**src/design/proc_pkg.sv**
```systemverilog
package proc_pkg;

  // ----------------------------------------------------------
  // Data, address and instruction types
  // ----------------------------------------------------------

  typedef logic [31:0] word_t;
  typedef logic [31:0] addr_t;
  typedef logic [31:0] inst_t;
  typedef logic [2:0]  reg_idx_t;

  // ----------------------------------------------------------
  // Instruction field positions
  // ----------------------------------------------------------

  localparam int opc_msb = 31;
  localparam int opc_lsb = 28;
  localparam int rd_msb  = 26;
  localparam int rd_lsb  = 24;
  localparam int rs1_msb = 22;
  localparam int rs1_lsb = 20;
  localparam int rs2_msb = 18;
  localparam int rs2_lsb = 16;
  localparam int imm_msb = 15;
  localparam int imm_lsb = 0;

  // Any opcode not listed here executes as a no-op
  typedef enum logic [3:0] {
    OP_ADDI = 4'h1,
    OP_ADD  = 4'h2,
    OP_MUL  = 4'h3,
    OP_BNE  = 4'h4,
    OP_CSRR = 4'h5,
    OP_CSRW = 4'h6
  } opcode_e;

  // Register writeback source
  typedef enum logic [1:0] {
    WB_ALU,
    WB_MUL,
    WB_MNGR
  } wb_sel_e;

endpackage

```
**src/design/proc_ctrl_if.sv**
```systemverilog
`timescale 1ns/100ps

interface proc_ctrl_if;
  import proc_pkg::*;

  // Control from ctrl to dpath
  logic    pc_en;
  logic    pc_sel_br;
  logic    ir_en;
  logic    rf_wen;
  wb_sel_e wb_sel;
  logic    mul_req_val;
  logic    mul_resp_rdy;

  // Status from dpath to ctrl
  opcode_e opcode;
  logic    br_ne;
  logic    mul_req_rdy;
  logic    mul_resp_val;

  modport ctrl (
    output pc_en, pc_sel_br, ir_en, rf_wen, wb_sel, mul_req_val, mul_resp_rdy,
    input  opcode, br_ne, mul_req_rdy, mul_resp_val
  );

  modport dpath (
    input  pc_en, pc_sel_br, ir_en, rf_wen, wb_sel, mul_req_val, mul_resp_rdy,
    output opcode, br_ne, mul_req_rdy, mul_resp_val
  );

endinterface

```
**src/design/imul_iter.sv**
```systemverilog
`timescale 1ns/100ps

module imul_iter #(
  parameter int mul_width = 32
) (
  input  logic                 clk,
  input  logic                 rst_n,
  input  logic                 req_val,
  output logic                 req_rdy,
  input  logic [mul_width-1:0] op_a,
  input  logic [mul_width-1:0] op_b,
  output logic                 resp_val,
  input  logic                 resp_rdy,
  output logic [mul_width-1:0] result
);

  localparam int cnt_w = (mul_width > 1) ? $clog2(mul_width) : 1;

  typedef enum logic [1:0] {IDLE, BUSY, DONE} state_e;

  state_e               state;
  logic [cnt_w-1:0]     count;
  logic [mul_width-1:0] mcand;
  logic [mul_width-1:0] mplier;
  logic [mul_width-1:0] acc;

  // One step per busy cycle and mul_width steps in all
  always_ff @(posedge clk or negedge rst_n) begin
    if (!rst_n) begin
      state <= IDLE;
      count <= '0;
    end else begin
      case (state)
        IDLE: if (req_val) begin
          state <= BUSY;
          count <= cnt_w'(mul_width - 1);
        end
        BUSY: begin
          count <= count - 1'b1;
          if (count == '0) state <= DONE;
        end
        DONE: if (resp_rdy) state <= IDLE;
        default: state <= IDLE;
      endcase
    end
  end

  // Shift-add keeping only the low word of the product
  always_ff @(posedge clk) begin
    if (state == IDLE && req_val) begin
      mcand  <= op_a;
      mplier <= op_b;
      acc    <= '0;
    end else if (state == BUSY) begin
      if (mplier[0]) acc <= acc + mcand;
      mcand  <= mcand << 1;
      mplier <= mplier >> 1;
    end
  end

  assign req_rdy  = (state == IDLE);
  assign resp_val = (state == DONE);
  assign result   = acc;

endmodule

```
**src/design/proc_ctrl.sv**
```systemverilog
`timescale 1ns/100ps

module proc_ctrl (
  input  logic       clk,
  input  logic       rst_n,

  // Instruction fetch streams
  output logic       imem_req_val,
  input  logic       imem_req_rdy,
  input  logic       imem_resp_val,
  output logic       imem_resp_rdy,

  // Manager streams
  input  logic       mngr2proc_val,
  output logic       mngr2proc_rdy,
  output logic       proc2mngr_val,
  input  logic       proc2mngr_rdy,

  proc_ctrl_if.ctrl  ctrl_if
);
  import proc_pkg::*;

  typedef enum logic [2:0] {
    FETCH_REQ,
    FETCH_RESP,
    EXEC,
    MUL_REQ,
    MUL_WAIT,
    MNGR_IN,
    MNGR_OUT
  } state_e;

  state_e state;
  state_e state_next;
  logic   started;

  // Started holds off the first fetch for one cycle out of reset
  always_ff @(posedge clk or negedge rst_n) begin
    if (!rst_n) begin
      state   <= FETCH_REQ;
      started <= 1'b0;
    end else begin
      state   <= state_next;
      started <= 1'b1;
    end
  end

  // ----------------------------------------------------------
  // Next state and control outputs
  // ----------------------------------------------------------

  always_comb begin
    state_next           = state;
    imem_req_val         = 1'b0;
    imem_resp_rdy        = 1'b0;
    mngr2proc_rdy        = 1'b0;
    proc2mngr_val        = 1'b0;
    ctrl_if.pc_en        = 1'b0;
    ctrl_if.pc_sel_br    = 1'b0;
    ctrl_if.ir_en        = 1'b0;
    ctrl_if.rf_wen       = 1'b0;
    ctrl_if.wb_sel       = WB_ALU;
    ctrl_if.mul_req_val  = 1'b0;
    ctrl_if.mul_resp_rdy = 1'b0;

    case (state)
      FETCH_REQ: begin
        imem_req_val = started;
        if (started && imem_req_rdy) state_next = FETCH_RESP;
      end
      FETCH_RESP: begin
        imem_resp_rdy = 1'b1;
        if (imem_resp_val) begin
          ctrl_if.ir_en = 1'b1;
          state_next    = EXEC;
        end
      end
      EXEC: begin
        case (ctrl_if.opcode)
          OP_ADDI, OP_ADD: begin
            ctrl_if.rf_wen = 1'b1;
            ctrl_if.pc_en  = 1'b1;
            state_next     = FETCH_REQ;
          end
          OP_BNE: begin
            ctrl_if.pc_en     = 1'b1;
            ctrl_if.pc_sel_br = ctrl_if.br_ne;
            state_next        = FETCH_REQ;
          end
          OP_MUL:  state_next = MUL_REQ;
          OP_CSRR: state_next = MNGR_IN;
          OP_CSRW: state_next = MNGR_OUT;
          // Unknown codes just advance the PC
          default: begin
            ctrl_if.pc_en = 1'b1;
            state_next    = FETCH_REQ;
          end
        endcase
      end
      MUL_REQ: begin
        ctrl_if.mul_req_val = 1'b1;
        if (ctrl_if.mul_req_rdy) state_next = MUL_WAIT;
      end
      MUL_WAIT: begin
        ctrl_if.mul_resp_rdy = 1'b1;
        ctrl_if.wb_sel       = WB_MUL;
        if (ctrl_if.mul_resp_val) begin
          ctrl_if.rf_wen = 1'b1;
          ctrl_if.pc_en  = 1'b1;
          state_next     = FETCH_REQ;
        end
      end
      MNGR_IN: begin
        mngr2proc_rdy  = 1'b1;
        ctrl_if.wb_sel = WB_MNGR;
        if (mngr2proc_val) begin
          ctrl_if.rf_wen = 1'b1;
          ctrl_if.pc_en  = 1'b1;
          state_next     = FETCH_REQ;
        end
      end
      MNGR_OUT: begin
        proc2mngr_val = 1'b1;
        if (proc2mngr_rdy) begin
          ctrl_if.pc_en = 1'b1;
          state_next    = FETCH_REQ;
        end
      end
      default: state_next = FETCH_REQ;
    endcase
  end

endmodule

```
**src/design/proc_dpath.sv**
```systemverilog
`timescale 1ns/100ps

module proc_dpath #(
  parameter proc_pkg::addr_t reset_pc  = '0,
  parameter int              mul_width = 32
) (
  input  logic            clk,
  input  logic            rst_n,
  output proc_pkg::addr_t imem_req_addr,
  input  proc_pkg::inst_t imem_resp_data,
  input  proc_pkg::word_t mngr2proc_msg,
  output proc_pkg::word_t proc2mngr_msg,
  proc_ctrl_if.dpath      ctrl_if
);
  import proc_pkg::*;

  addr_t    pc;
  addr_t    pc_plus4;
  addr_t    br_target;
  inst_t    ir;
  word_t    rf [0:7];
  reg_idx_t rd;
  reg_idx_t rs1;
  reg_idx_t rs2;
  word_t    rs1_val;
  word_t    rs2_val;
  word_t    imm_sext;
  word_t    alu_op2;
  word_t    alu_out;
  word_t    mul_word;
  word_t    wb_data;

  logic [mul_width-1:0] mul_a;
  logic [mul_width-1:0] mul_b;
  logic [mul_width-1:0] mul_result;

  // ----------------------------------------------------------
  // PC and instruction register
  // ----------------------------------------------------------

  always_ff @(posedge clk or negedge rst_n) begin
    if (!rst_n) pc <= reset_pc;
    else if (ctrl_if.pc_en) pc <= ctrl_if.pc_sel_br ? br_target : pc_plus4;
  end

  always_ff @(posedge clk) begin
    if (ctrl_if.ir_en) ir <= imem_resp_data;
  end

  assign imem_req_addr = pc;
  assign pc_plus4      = pc + 32'd4;

  // Branch offset counts words
  assign br_target = pc + {imm_sext[29:0], 2'b00};

  // Decode
  assign ctrl_if.opcode = opcode_e'(ir[opc_msb:opc_lsb]);
  assign rd       = ir[rd_msb:rd_lsb];
  assign rs1      = ir[rs1_msb:rs1_lsb];
  assign rs2      = ir[rs2_msb:rs2_lsb];
  assign imm_sext = {{(31 - imm_msb){ir[imm_msb]}}, ir[imm_msb:imm_lsb]};

  // ----------------------------------------------------------
  // Register file with r0 reading as zero
  // ----------------------------------------------------------

  always_ff @(posedge clk) begin
    if (ctrl_if.rf_wen && rd != '0) rf[rd] <= wb_data;
  end

  assign rs1_val = (rs1 == '0) ? '0 : rf[rs1];
  assign rs2_val = (rs2 == '0) ? '0 : rf[rs2];

  // ALU and branch compare
  assign alu_op2       = (ctrl_if.opcode == OP_ADDI) ? imm_sext : rs2_val;
  assign alu_out       = rs1_val + alu_op2;
  assign ctrl_if.br_ne = (rs1_val != rs2_val);
  assign proc2mngr_msg = rs1_val;

  // Multiplier on the low mul_width bits of the operands
  assign mul_a    = rs1_val[mul_width-1:0];
  assign mul_b    = rs2_val[mul_width-1:0];
  assign mul_word = word_t'(mul_result);

  imul_iter #(
    .mul_width (mul_width)
  ) u_imul_iter (
    .clk      (clk),
    .rst_n    (rst_n),
    .req_val  (ctrl_if.mul_req_val),
    .req_rdy  (ctrl_if.mul_req_rdy),
    .op_a     (mul_a),
    .op_b     (mul_b),
    .resp_val (ctrl_if.mul_resp_val),
    .resp_rdy (ctrl_if.mul_resp_rdy),
    .result   (mul_result)
  );

  // Writeback select
  always_comb begin
    case (ctrl_if.wb_sel)
      WB_MUL:  wb_data = mul_word;
      WB_MNGR: wb_data = mngr2proc_msg;
      default: wb_data = alu_out;
    endcase
  end

endmodule

```
**src/design/proc_top.sv**
```systemverilog
`timescale 1ns/100ps

module proc_top #(
  parameter proc_pkg::addr_t reset_pc  = '0,
  parameter int              mul_width = 32
) (
  input  logic            clk,
  input  logic            rst_n,

  // Instruction fetch request
  output proc_pkg::addr_t imem_req_addr,
  output logic            imem_req_val,
  input  logic            imem_req_rdy,

  // Instruction fetch response
  input  proc_pkg::inst_t imem_resp_data,
  input  logic            imem_resp_val,
  output logic            imem_resp_rdy,

  // From manager
  input  proc_pkg::word_t mngr2proc_msg,
  input  logic            mngr2proc_val,
  output logic            mngr2proc_rdy,

  // To manager
  output proc_pkg::word_t proc2mngr_msg,
  output logic            proc2mngr_val,
  input  logic            proc2mngr_rdy
);

  // ----------------------------------------------------------
  // Control and datapath
  // ----------------------------------------------------------

  proc_ctrl_if u_ctrl_if ();

  proc_ctrl u_proc_ctrl (
    .clk           (clk),
    .rst_n         (rst_n),
    .imem_req_val  (imem_req_val),
    .imem_req_rdy  (imem_req_rdy),
    .imem_resp_val (imem_resp_val),
    .imem_resp_rdy (imem_resp_rdy),
    .mngr2proc_val (mngr2proc_val),
    .mngr2proc_rdy (mngr2proc_rdy),
    .proc2mngr_val (proc2mngr_val),
    .proc2mngr_rdy (proc2mngr_rdy),
    .ctrl_if       (u_ctrl_if.ctrl)
  );

  proc_dpath #(
    .reset_pc  (reset_pc),
    .mul_width (mul_width)
  ) u_proc_dpath (
    .clk            (clk),
    .rst_n          (rst_n),
    .imem_req_addr  (imem_req_addr),
    .imem_resp_data (imem_resp_data),
    .mngr2proc_msg  (mngr2proc_msg),
    .proc2mngr_msg  (proc2mngr_msg),
    .ctrl_if        (u_ctrl_if.dpath)
  );

endmodule

```
**config.mk**
```make
export PLATFORM = sky130hd
export DESIGN_NAME = proc_top
export DESIGN_NICKNAME = d
export VERILOG_FILES = /design/src/design/proc_pkg.sv /design/src/design/proc_ctrl_if.sv /design/src/design/imul_iter.sv /design/src/design/proc_ctrl.sv /design/src/design/proc_dpath.sv /design/src/design/proc_top.sv
export SDC_FILE = /design/constraint.sdc
export NUM_CORES = 1
export LEC_CHECK = 0
export ABC_AREA = 1
export BUFFER_PORTS_ARGS = -buffer_cell sky130_fd_sc_hd__buf_2
export CAP_MARGIN = 20
export CORE_MARGIN = 4
export CORE_UTILIZATION = 50
export DETAILED_ROUTE_END_ITERATION = 8
export PLACE_DENSITY = 0.64
export SLEW_MARGIN = 15
export SYNTH_ARGS = -nofsm -noshare
export SYNTH_HDL_FRONTEND = slang
export SYNTH_SLANG_ARGS = --single-unit
```
**constraint.sdc**
```tcl
create_clock -name clk -period 11.7 [get_ports clk]
set_clock_uncertainty 0.1 [all_clocks]
set_input_delay 2.34 -clock clk [delete_from_list [all_inputs] [get_ports clk]]
set_output_delay 2.34 -clock clk [all_outputs]
set_load 0.005 [all_outputs]
```
==> results of run 1 <==
flip-flops by register name, indices dropped and copies added, names as in the netlist, named ones only:
signal and flops:
u_proc_dpath.u_imul_iter.result 32, u_proc_dpath.u_imul_iter.mplier 32, u_proc_dpath.u_imul_iter.state 2, u_proc_dpath.rf 256, u_proc_dpath.imem_req_addr 30, u_proc_dpath.u_imul_iter.mcand 32
u_proc_ctrl.state 3, u_proc_ctrl.started 1, u_proc_dpath.ir 29, u_proc_dpath.u_imul_iter.count 5
where the power goes:
group / total, W / leakage [nW] / switching (W) / internal, W
Sequential: 0.00283 / 4.04 / 0.000229 / 0.00260
Clock: 0.00175 / 0.886 / 0.000672 / 0.00108
Combinational: 0.00520 / 8.81 / 0.00372 / 0.00148
worst max-delay path by stage:
stage,startpoint,end,slack [ns],cells after the start
after detailed placement,register,u_proc_dpath.imem_req_addr[28]$_DFFE_PN0P_,5.00,26
after global placement,register,u_proc_dpath.imem_req_addr[28]$_DFFE_PN0P_,5.13,26
after floorplan,mngr2proc_val,u_proc_dpath.rf[6][0]$_DFFE_PP_,5.25,6
after CTS,register,u_proc_dpath.imem_req_addr[28]$_DFFE_PN0P_,4.95,26
after global routing,register,u_proc_dpath.imem_req_addr[28]$_DFFE_PN0P_,4.47,26
final,register,u_proc_dpath.imem_req_addr[28]$_DFFE_PN0P_,4.90,26
per-stage QoR:
stage	setup WS [ns]	std cells	power, W
floorplan	5.249	3405	0.006184
CTS	4.948	4194	0.009762
finish	4.903	4195	0.009782
global placement	5.134	4102	0.007871
detailed placement	5.002	4102	0.007988
global route	4.473	4195	0.01047
logic make-up (layout without fill, tap and decap cells):
kind of cell,count (synthesis),count (layout)
and+or+nand+nor,1553,1553
AOI/OAI and AO/OA,643,643
buffers and inverters,594,696
DFF,428,428
adders and majority gates,99,99
xor gates and xnor gates,53,53
other,2,35
cell usage in the layout, fill, tap and decap left out, types with 11 or more instances in the layout:
master     count
bufinv_16     11
a21oi_1      213
xnor2_1       25
clkbuf_16     53
xor2_1        28
a31oi_1       16
edfxtp_1     349
buf_2        132
dfxtp_1       34
nor2_1       217
or2_2         11
nand4_1       15
dfrtp_1       41
conb_1        35
a22o_1        18
o211ai_1      70
o21bai_1      30
buf_4         35
nand2_1      893
clkbuf_1      11
inv_1        429
ha_1          96
nor3_1        13
o21ai_0      244
nand3_1      374
area by class of cell:
| class | instances | area [um^2] | share of cell area (%) |
|---|---|---|---|
| inverter | 436 | 1637 | 5.526 |
| clock buffer | 65 | 1381 | 4.664 |
| sequential | 428 | 12280 | 41.46 |
| timing repair buffer | 168 | 950.9 | 3.211 |
| multi-input combinational | 2383 | 12050 | 40.70 |
| clock inverter | 27 | 452.9 | 1.529 |
| tap | 688 | 860.8 | 2.907 |
worst reg2reg max path, delay by kind of cell, from the launching register on:
kind	cells	cell delay (ns)
fa+ha+maj	2	0.40
compound gates	7	1.67
buf+inv	2	1.54
flops	1	0.62
xor+xnor	1	0.15
simple gates	14	2.23
layer usage:
metal	global-route usage [%]	up-vias	routed length [um]
li1	-	11460	-
met1	37.16	11210	34110
met2	49.86	978	40130
met3	4.404	222	6483
met4	15.97	0	5026
met5	0	-	0
==> qor_table.md, run 1 <==
| Step | Item | This run |
|---|---|---|
| run status | Run status | completed |
| finish | Post-Route Utilization | 56.36% |
| yosys | Number of instances in the synthesized netlist | 3372 |
| cts | Number of H-tree levels | 2 |
| critical path | Critical Path Sink Type | register |
| placed design | HPWL after detailed placement | 58770 um |
| drt | Drt initial violations | 2184 |
| die | Die area | 0.05686 mm^2 |
| yosys | Cell types with the largest area share after synthesis | edfxtp_1, nand2_1, nand3_1 |
| hold path | Class of the most critical hold timing path | reg2reg |
| yosys | Average size of a mapped cell | 7.875 um^2 |
| timing | Fraction of the cycle the final worst path needs | 58.10% |
| cts | Cts hold-fix bufs | 0 |
| critical path | Critical path's largest stage delay | 0.83 ns |
| drt | Routed length per placed instance | 20.44 um |
| finish | Post-route standard cell area excluding fillers | 0.02962 mm^2 |
| cts | Clk sinks | 428 |
| critical path | Kind of start point of the critical path | register |
| drt | Antenna Nets Post-Route | 0 |
| critical path | Cell with the biggest individual delay on the critical path | buf_4 |
| drt | Total Wirelength | 85750 um |
| yosys | Total number of yosys warnings | 0 |
| grt | Grt total ovfl | 0 |
| hold path | Hold Path Stages | 2 |
| timing | Final hold violations | 0 |
| timing | Max Clock Freq | 147.1 MHz |
| drt | Detailed-routing iteration count for the pre-antenna-repair pass | 6 |
| critical path | Critical path required time | 12.13 ns |
| timing | Total negative slack | 0 ns |
| critical path | Worst path bufs/invs | 2 |
| timing | Worst rel slew slack | 25.47% |
| yosys | Flip-flop and latch count after synthesis | 428 |
| die | Core area | 0.05255 mm^2 |
| run | Number of violations of the max-capacitance limit | 0 |
| grt | GRT Util Overall | 29.70% |
| cts | Maximum number of buffers from clock root to sink | 3 |
| timing | Setup violators final | 0 |
| yosys | Fraction of synthesized area in multiplexers | 0% |
| yosys | Share of synthesized cell area in and, or, nand and nor gates | 24.27% |
| timing | Final slew viol count | 0 |
| hold path | Min-Delay Startpoint | u_proc_dpath.imem_req_addr[31]$_DFFE_PN0P_ |
| placed design | Placed cell area | 0.02775 mm^2 |
| drt | Routed via count | 23860 |
| yosys | Share of the synthesized area in the top cell type | 39.46% |
| die | Width of the chip | 238.5 um |
| grt | First-pass GRT wire length | 131400 um |
| critical path | Largest fanout of any net on the critical path | 83 |
| finish | Layout Area Growth over Synthesis | 11.52% |
| grt | Vias in the first global route | 23410 |
| timing | Setup repair after global routing missed its margin | false |
| yosys | Post-synthesis xor/xnor area fraction | 1.748% |
| yosys | Fraction of the mapped netlist area in compound gates | 13.88% |
| yosys | Cell with the most instances after synthesis | nand2_1 |
| timing | Worst hold slack | 0.3981 ns |
| timing | Transition at the pin with the smallest max-transition slack | 1.118 ns |
| yosys | EDFF count, synth | 349 |
| timing | Fin crit period | 6.797 ns |
| critical path | Critical setup path kind | reg2reg |
| critical path | Data arrival time of the critical path | 7.22 ns |
| finish | Fraction of layout cells with a size suffix above 1 | 8.070% |
| power | Total leakage power | 13.73 nW |
| yosys | Synth cell count leaders | nand2_1, inv_1, nand3_1, edfxtp_1, o21ai_0 |
| cts | Clock root buffer | clkbuf_16 |
| grt | Antenna violations before repair | 0 |
| yosys | Post-synthesis instance area | 0.02656 mm^2 |
| yosys | Number of different library cells in the post-synthesis netlist | 49 |
| finish | Number of inserted filler cells in the final layout | 4820 |
| yosys | Leading area contributor after synthesis | edfxtp_1 |
| power | Power density relative to cell area | 330.3 mW/mm^2 |
| critical path | Most numerous cell on the critical path | nand2_1 |
| grt | Largest net degree at the start of global routing | 101 |
| die | Starting density of the core | 50.53% |
| drt | DRC violation count after routing | 0 |
| yosys | Sequential share of the synthesized area | 46.19% |
| cts | Number of gates resized after cts | 0 |
| hold path | Worst Hold Path EP | u_proc_dpath.imem_req_addr[31]$_DFFE_PN0P_ |
| power | Max VDD drop | 169.8 uV |
| finish | Net total in the final layout | 3636 |
| yosys | Share of flip-flops with an asynchronous set or reset | 9.579% |
| cts | Clock transition at the registers of the reported paths | 0.06 ns |
| critical path | R2R cell count | 26 |
| finish | Antenna cell count | 0 |
| die | Chip height | 238.5 um |
| critical path | FF-to-FF End | u_proc_dpath.imem_req_addr[28]$_DFFE_PN0P_ |
| critical path | Worst reg-to-reg setup slack | 4.90 ns |
| critical path | Cell family contributing the most delay on the critical path | simple AND/OR/NAND/NOR gates |
| placed design | Number of buffer cells added on primary ports | 132 |
| drt | Number of vias per cell after detailed routing | 5.689 |
| placed design | Final RePlAce weighted congestion | 0.9349 |
| yosys | Adder and majority cell fraction of the synthesized area | 4.749% |
| die | Boundary Pins | 138 |
| die | Site Rows | 84 |
| cts | Inserted Clock Buffers | 50 |
| cts | Buffers inserted by post-CTS timing repair | 0 |
| cts | Later-pin clock latency in the skew report | 0.63 ns |
| cts | CTS tree | built |
| yosys | Dominant register cell in the synthesized netlist | edfxtp_1 |
| yosys | Main combinational cell family by area after synthesis | simple AND/OR/NAND/NOR gates |
Note: power is estimated with default switching activity, not from simulation.
==> run 2, diff against run 1 <==
clock period = 6.85 ns   (was 11.7 ns; I/O delays follow)
==> run 2 against run 1 <==
First-iteration DRC count shrank 6.4%. Total power grew 70%. Clock power grew 59%. Final area grew 0.23%. Sequential power grew 69%. Critical endpoint unchanged. Clock-buffer cell count grew 1. Combinational power grew 74%.
==> qor_table.md, run 2 (synthesis gave the netlist of run 1 again) <==
| Step | Item | This run |
|---|---|---|
| run status | Run status | completed |
| grt | GRT Util Overall | 29.51% |
| die | Chip height | 238.5 um |
| grt | First-pass GRT wire length | 130100 um |
| run | Number of violations of the max-capacitance limit | 0 |
| cts | Number of H-tree levels | 2 |
| cts | Later-pin clock latency in the skew report | 0.61 ns |
| placed design | Post-Place Cells | 4114 |
| drt | Routed length per placed instance | 20.46 um |
| timing | Final hold violations | 0 |
| timing | Fin crit period | 5.936 ns |
| finish | Net total in the final layout | 3648 |
| hold path | Class of the most critical hold timing path | reg2reg |
| critical path | Critical setup path kind | reg2reg |
| die | Boundary Pins | 138 |
| timing | Setup violators final | 0 |
| finish | Most common cell after layout, fill and taps aside | nand2_1 |
| placed design | Number of buffer cells added on primary ports | 132 |
| die | Die area | 0.05686 mm^2 |
| grt | Antenna violations before repair | 1 |
| timing | Transition at the pin with the smallest max-transition slack | 1.084 ns |
| cts | CTS tree | built |
| timing | Worst hold slack | 0.3941 ns |
| critical path | Largest fanout of any net on the critical path | 184 |
| cts | Inserted Clock Buffers | 50 |
| die | Width of the chip | 238.5 um |
| finish | Max FFs per register | 256 |
| cts | Clock root buffer | clkbuf_16 |
| placed design | Final RePlAce weighted congestion | 0.9187 |
| finish | Top register by number of flip-flops | u_proc_dpath.rf |
| critical path | Critical path required time | 7.27 ns |
| power | Max VDD drop | 340.4 uV |
| drt | Drt initial violations | 2044 |
| critical path | Kind of start point of the critical path | register |
| drt | Detailed-routing iteration count for the pre-antenna-repair pass | 9 |
| timing | Setup repair after global routing missed its margin | false |
| drt | Number of vias per cell after detailed routing | 5.749 |
| power | Power density relative to cell area | 559.9 mW/mm^2 |
| power | Power Total | 0.01662 W |
| critical path | Data arrival time of the critical path | 6.35 ns |
| timing | Total negative slack | 0 ns |
| power | Total leakage power | 13.78 nW |
| cts | Cts hold-fix bufs | 0 |
| finish | Post-route insts no fill | 4205 |
| die | Site Rows | 84 |
| grt | Largest net degree at the start of global routing | 185 |
| grt | Vias in the first global route | 23220 |
| drt | Antenna Nets Post-Route | 0 |
| grt | Grt total ovfl | 0 |
| cts | Clk sinks | 428 |
| timing | Fraction of the cycle the final worst path needs | 86.65% |
| cts | Buffers inserted by post-CTS timing repair | 0 |
| cts | Maximum number of buffers from clock root to sink | 3 |
| drt | Routed via count | 24170 |
| drt | Total Wirelength | 86050 um |
| cts | Number of gates resized after cts | 0 |
| timing | Worst rel slew slack | 26.97% |
| finish | Fraction of layout cells with a size suffix above 1 | 8.305% |
| finish | Area taken by multi-input logic gates | 0.01205 mm^2 |
| critical path | Critical Path Sink Type | register |
| timing | Final slew viol count | 0 |
| drt | DRC violation count after routing | 0 |
| finish | Most frequent cells in the layout | nand2_1, inv_1, nand3_1 |
| finish | Sequential cell area in the final layout | 0.01228 mm^2 |
| finish | Layout Area Growth over Synthesis | 11.78% |
| cts | Clock transition at the registers of the reported paths | 0.06 ns |
| finish | Number of inserted filler cells in the final layout | 4780 |
| die | Starting density of the core | 50.53% |
| die | Core area | 0.05255 mm^2 |
| timing | Max Clock Freq | 168.5 MHz |
| critical path | Worst reg-to-reg setup slack | 0.91 ns |
| placed design | HPWL after detailed placement | 58780 um |
## run 2: cell count changes in the layout (fill, tap and decap cells not counted), moves of 3 or more
cell and change:
buf_12 +10, buf_4 +3, bufinv_16 -5, clkbuf_1 -3, clkbuf_8 +4, clkinv_2 +3, inv_2 -3
## run 2: worst max-delay path: stages, from the launching register on
cell,delay [ns]
dfxtp_4,0.36
buf_12,0.58
o21ai_0,0.22
nand3_1,0.13
inv_1,0.05
nor2_1,0.62
nand2_1,0.11
nand2_1,0.09
nand2_1,0.05
nor2_1,0.11
nand2_1,0.06
nor2_1,0.28
nand2_1,0.28
nand2_2,0.33
or2_1,0.15
ha_1,0.18
fa_1,0.22
nand3_1,0.08
nand2_1,0.12
a21oi_1,0.12
o21ai_0,0.53
a21oi_1,0.22
o21ai_0,0.35
a21oi_1,0.13
xor2_1,0.15
o21ai_0,0.14
## run 2: worst paths after layout
path / endpoint / cells after the start / startpoint
hold / removal: u_proc_dpath.u_imul_iter.count[0]$_DFFE_PN0P_ / 1 / u_proc_dpath.u_imul_iter.count[0]$_DFFE_PN0P_
setup reg to reg: u_proc_dpath.imem_req_addr[28]$_DFFE_PN0P_ / 25 / register
hold reg to reg: u_proc_dpath.u_imul_iter.count[0]$_DFFE_PN0P_ / 1 / u_proc_dpath.u_imul_iter.count[0]$_DFFE_PN0P_
max in group asynchronous: u_proc_dpath.imem_req_addr[7]$_DFFE_PN0P_ / 2 / rst_n
min in group asynchronous: u_proc_dpath.imem_req_addr[22]$_DFFE_PN0P_ / 1 / rst_n
setup / recovery: u_proc_dpath.imem_req_addr[28]$_DFFE_PN0P_ / 25 / register
## run 2: report_power, final
| part | internal (W) | switching (W) | total, W |
|---|---|---|---|
| clock network | 0.00168 | 0.00109 | 0.00278 |
| logic | 0.00258 | 0.00647 | 0.00905 |
| registers | 0.00445 | 0.000339 | 0.00479 |
| total | 0.00872 | 0.00790 | 0.0166 |
## run 2: layout make-up
class	count	share of cell area [%]
inverters	436	5.513
diodes	1	0.008430
well taps	688	2.900
multi-input cells	2383	40.61
clock buffers	66	4.801
flip-flops and latches	428	41.37
clock inverters	23	0.9442
repair buffers	180	3.861
## run 2: through the flow
step / area [um^2] / worst slack [ns] / utilization, %
floorplan: 26680 / 1.369 / -
detailed placement: 27960 / 1.066 / 53.20
CTS: 29660 / 1.081 / 56.45
global placement: 27960 / 1.127 / 53.20
finish: 29680 / 0.9142 / 56.49
global route: 29680 / 0.6388 / 56.48
## run 2: metal layers
metal | track usage [%] | part of all wire, % | up-vias
met4 | 14.86 | 5.2 | 4
met2 | 49.06 | 47 | 1070
met1 | 37.72 | 40 | 11360
met3 | 4.485 | 7.7 | 242
li1 | - | - | 11490
met5 | 0 | 0.024 | -
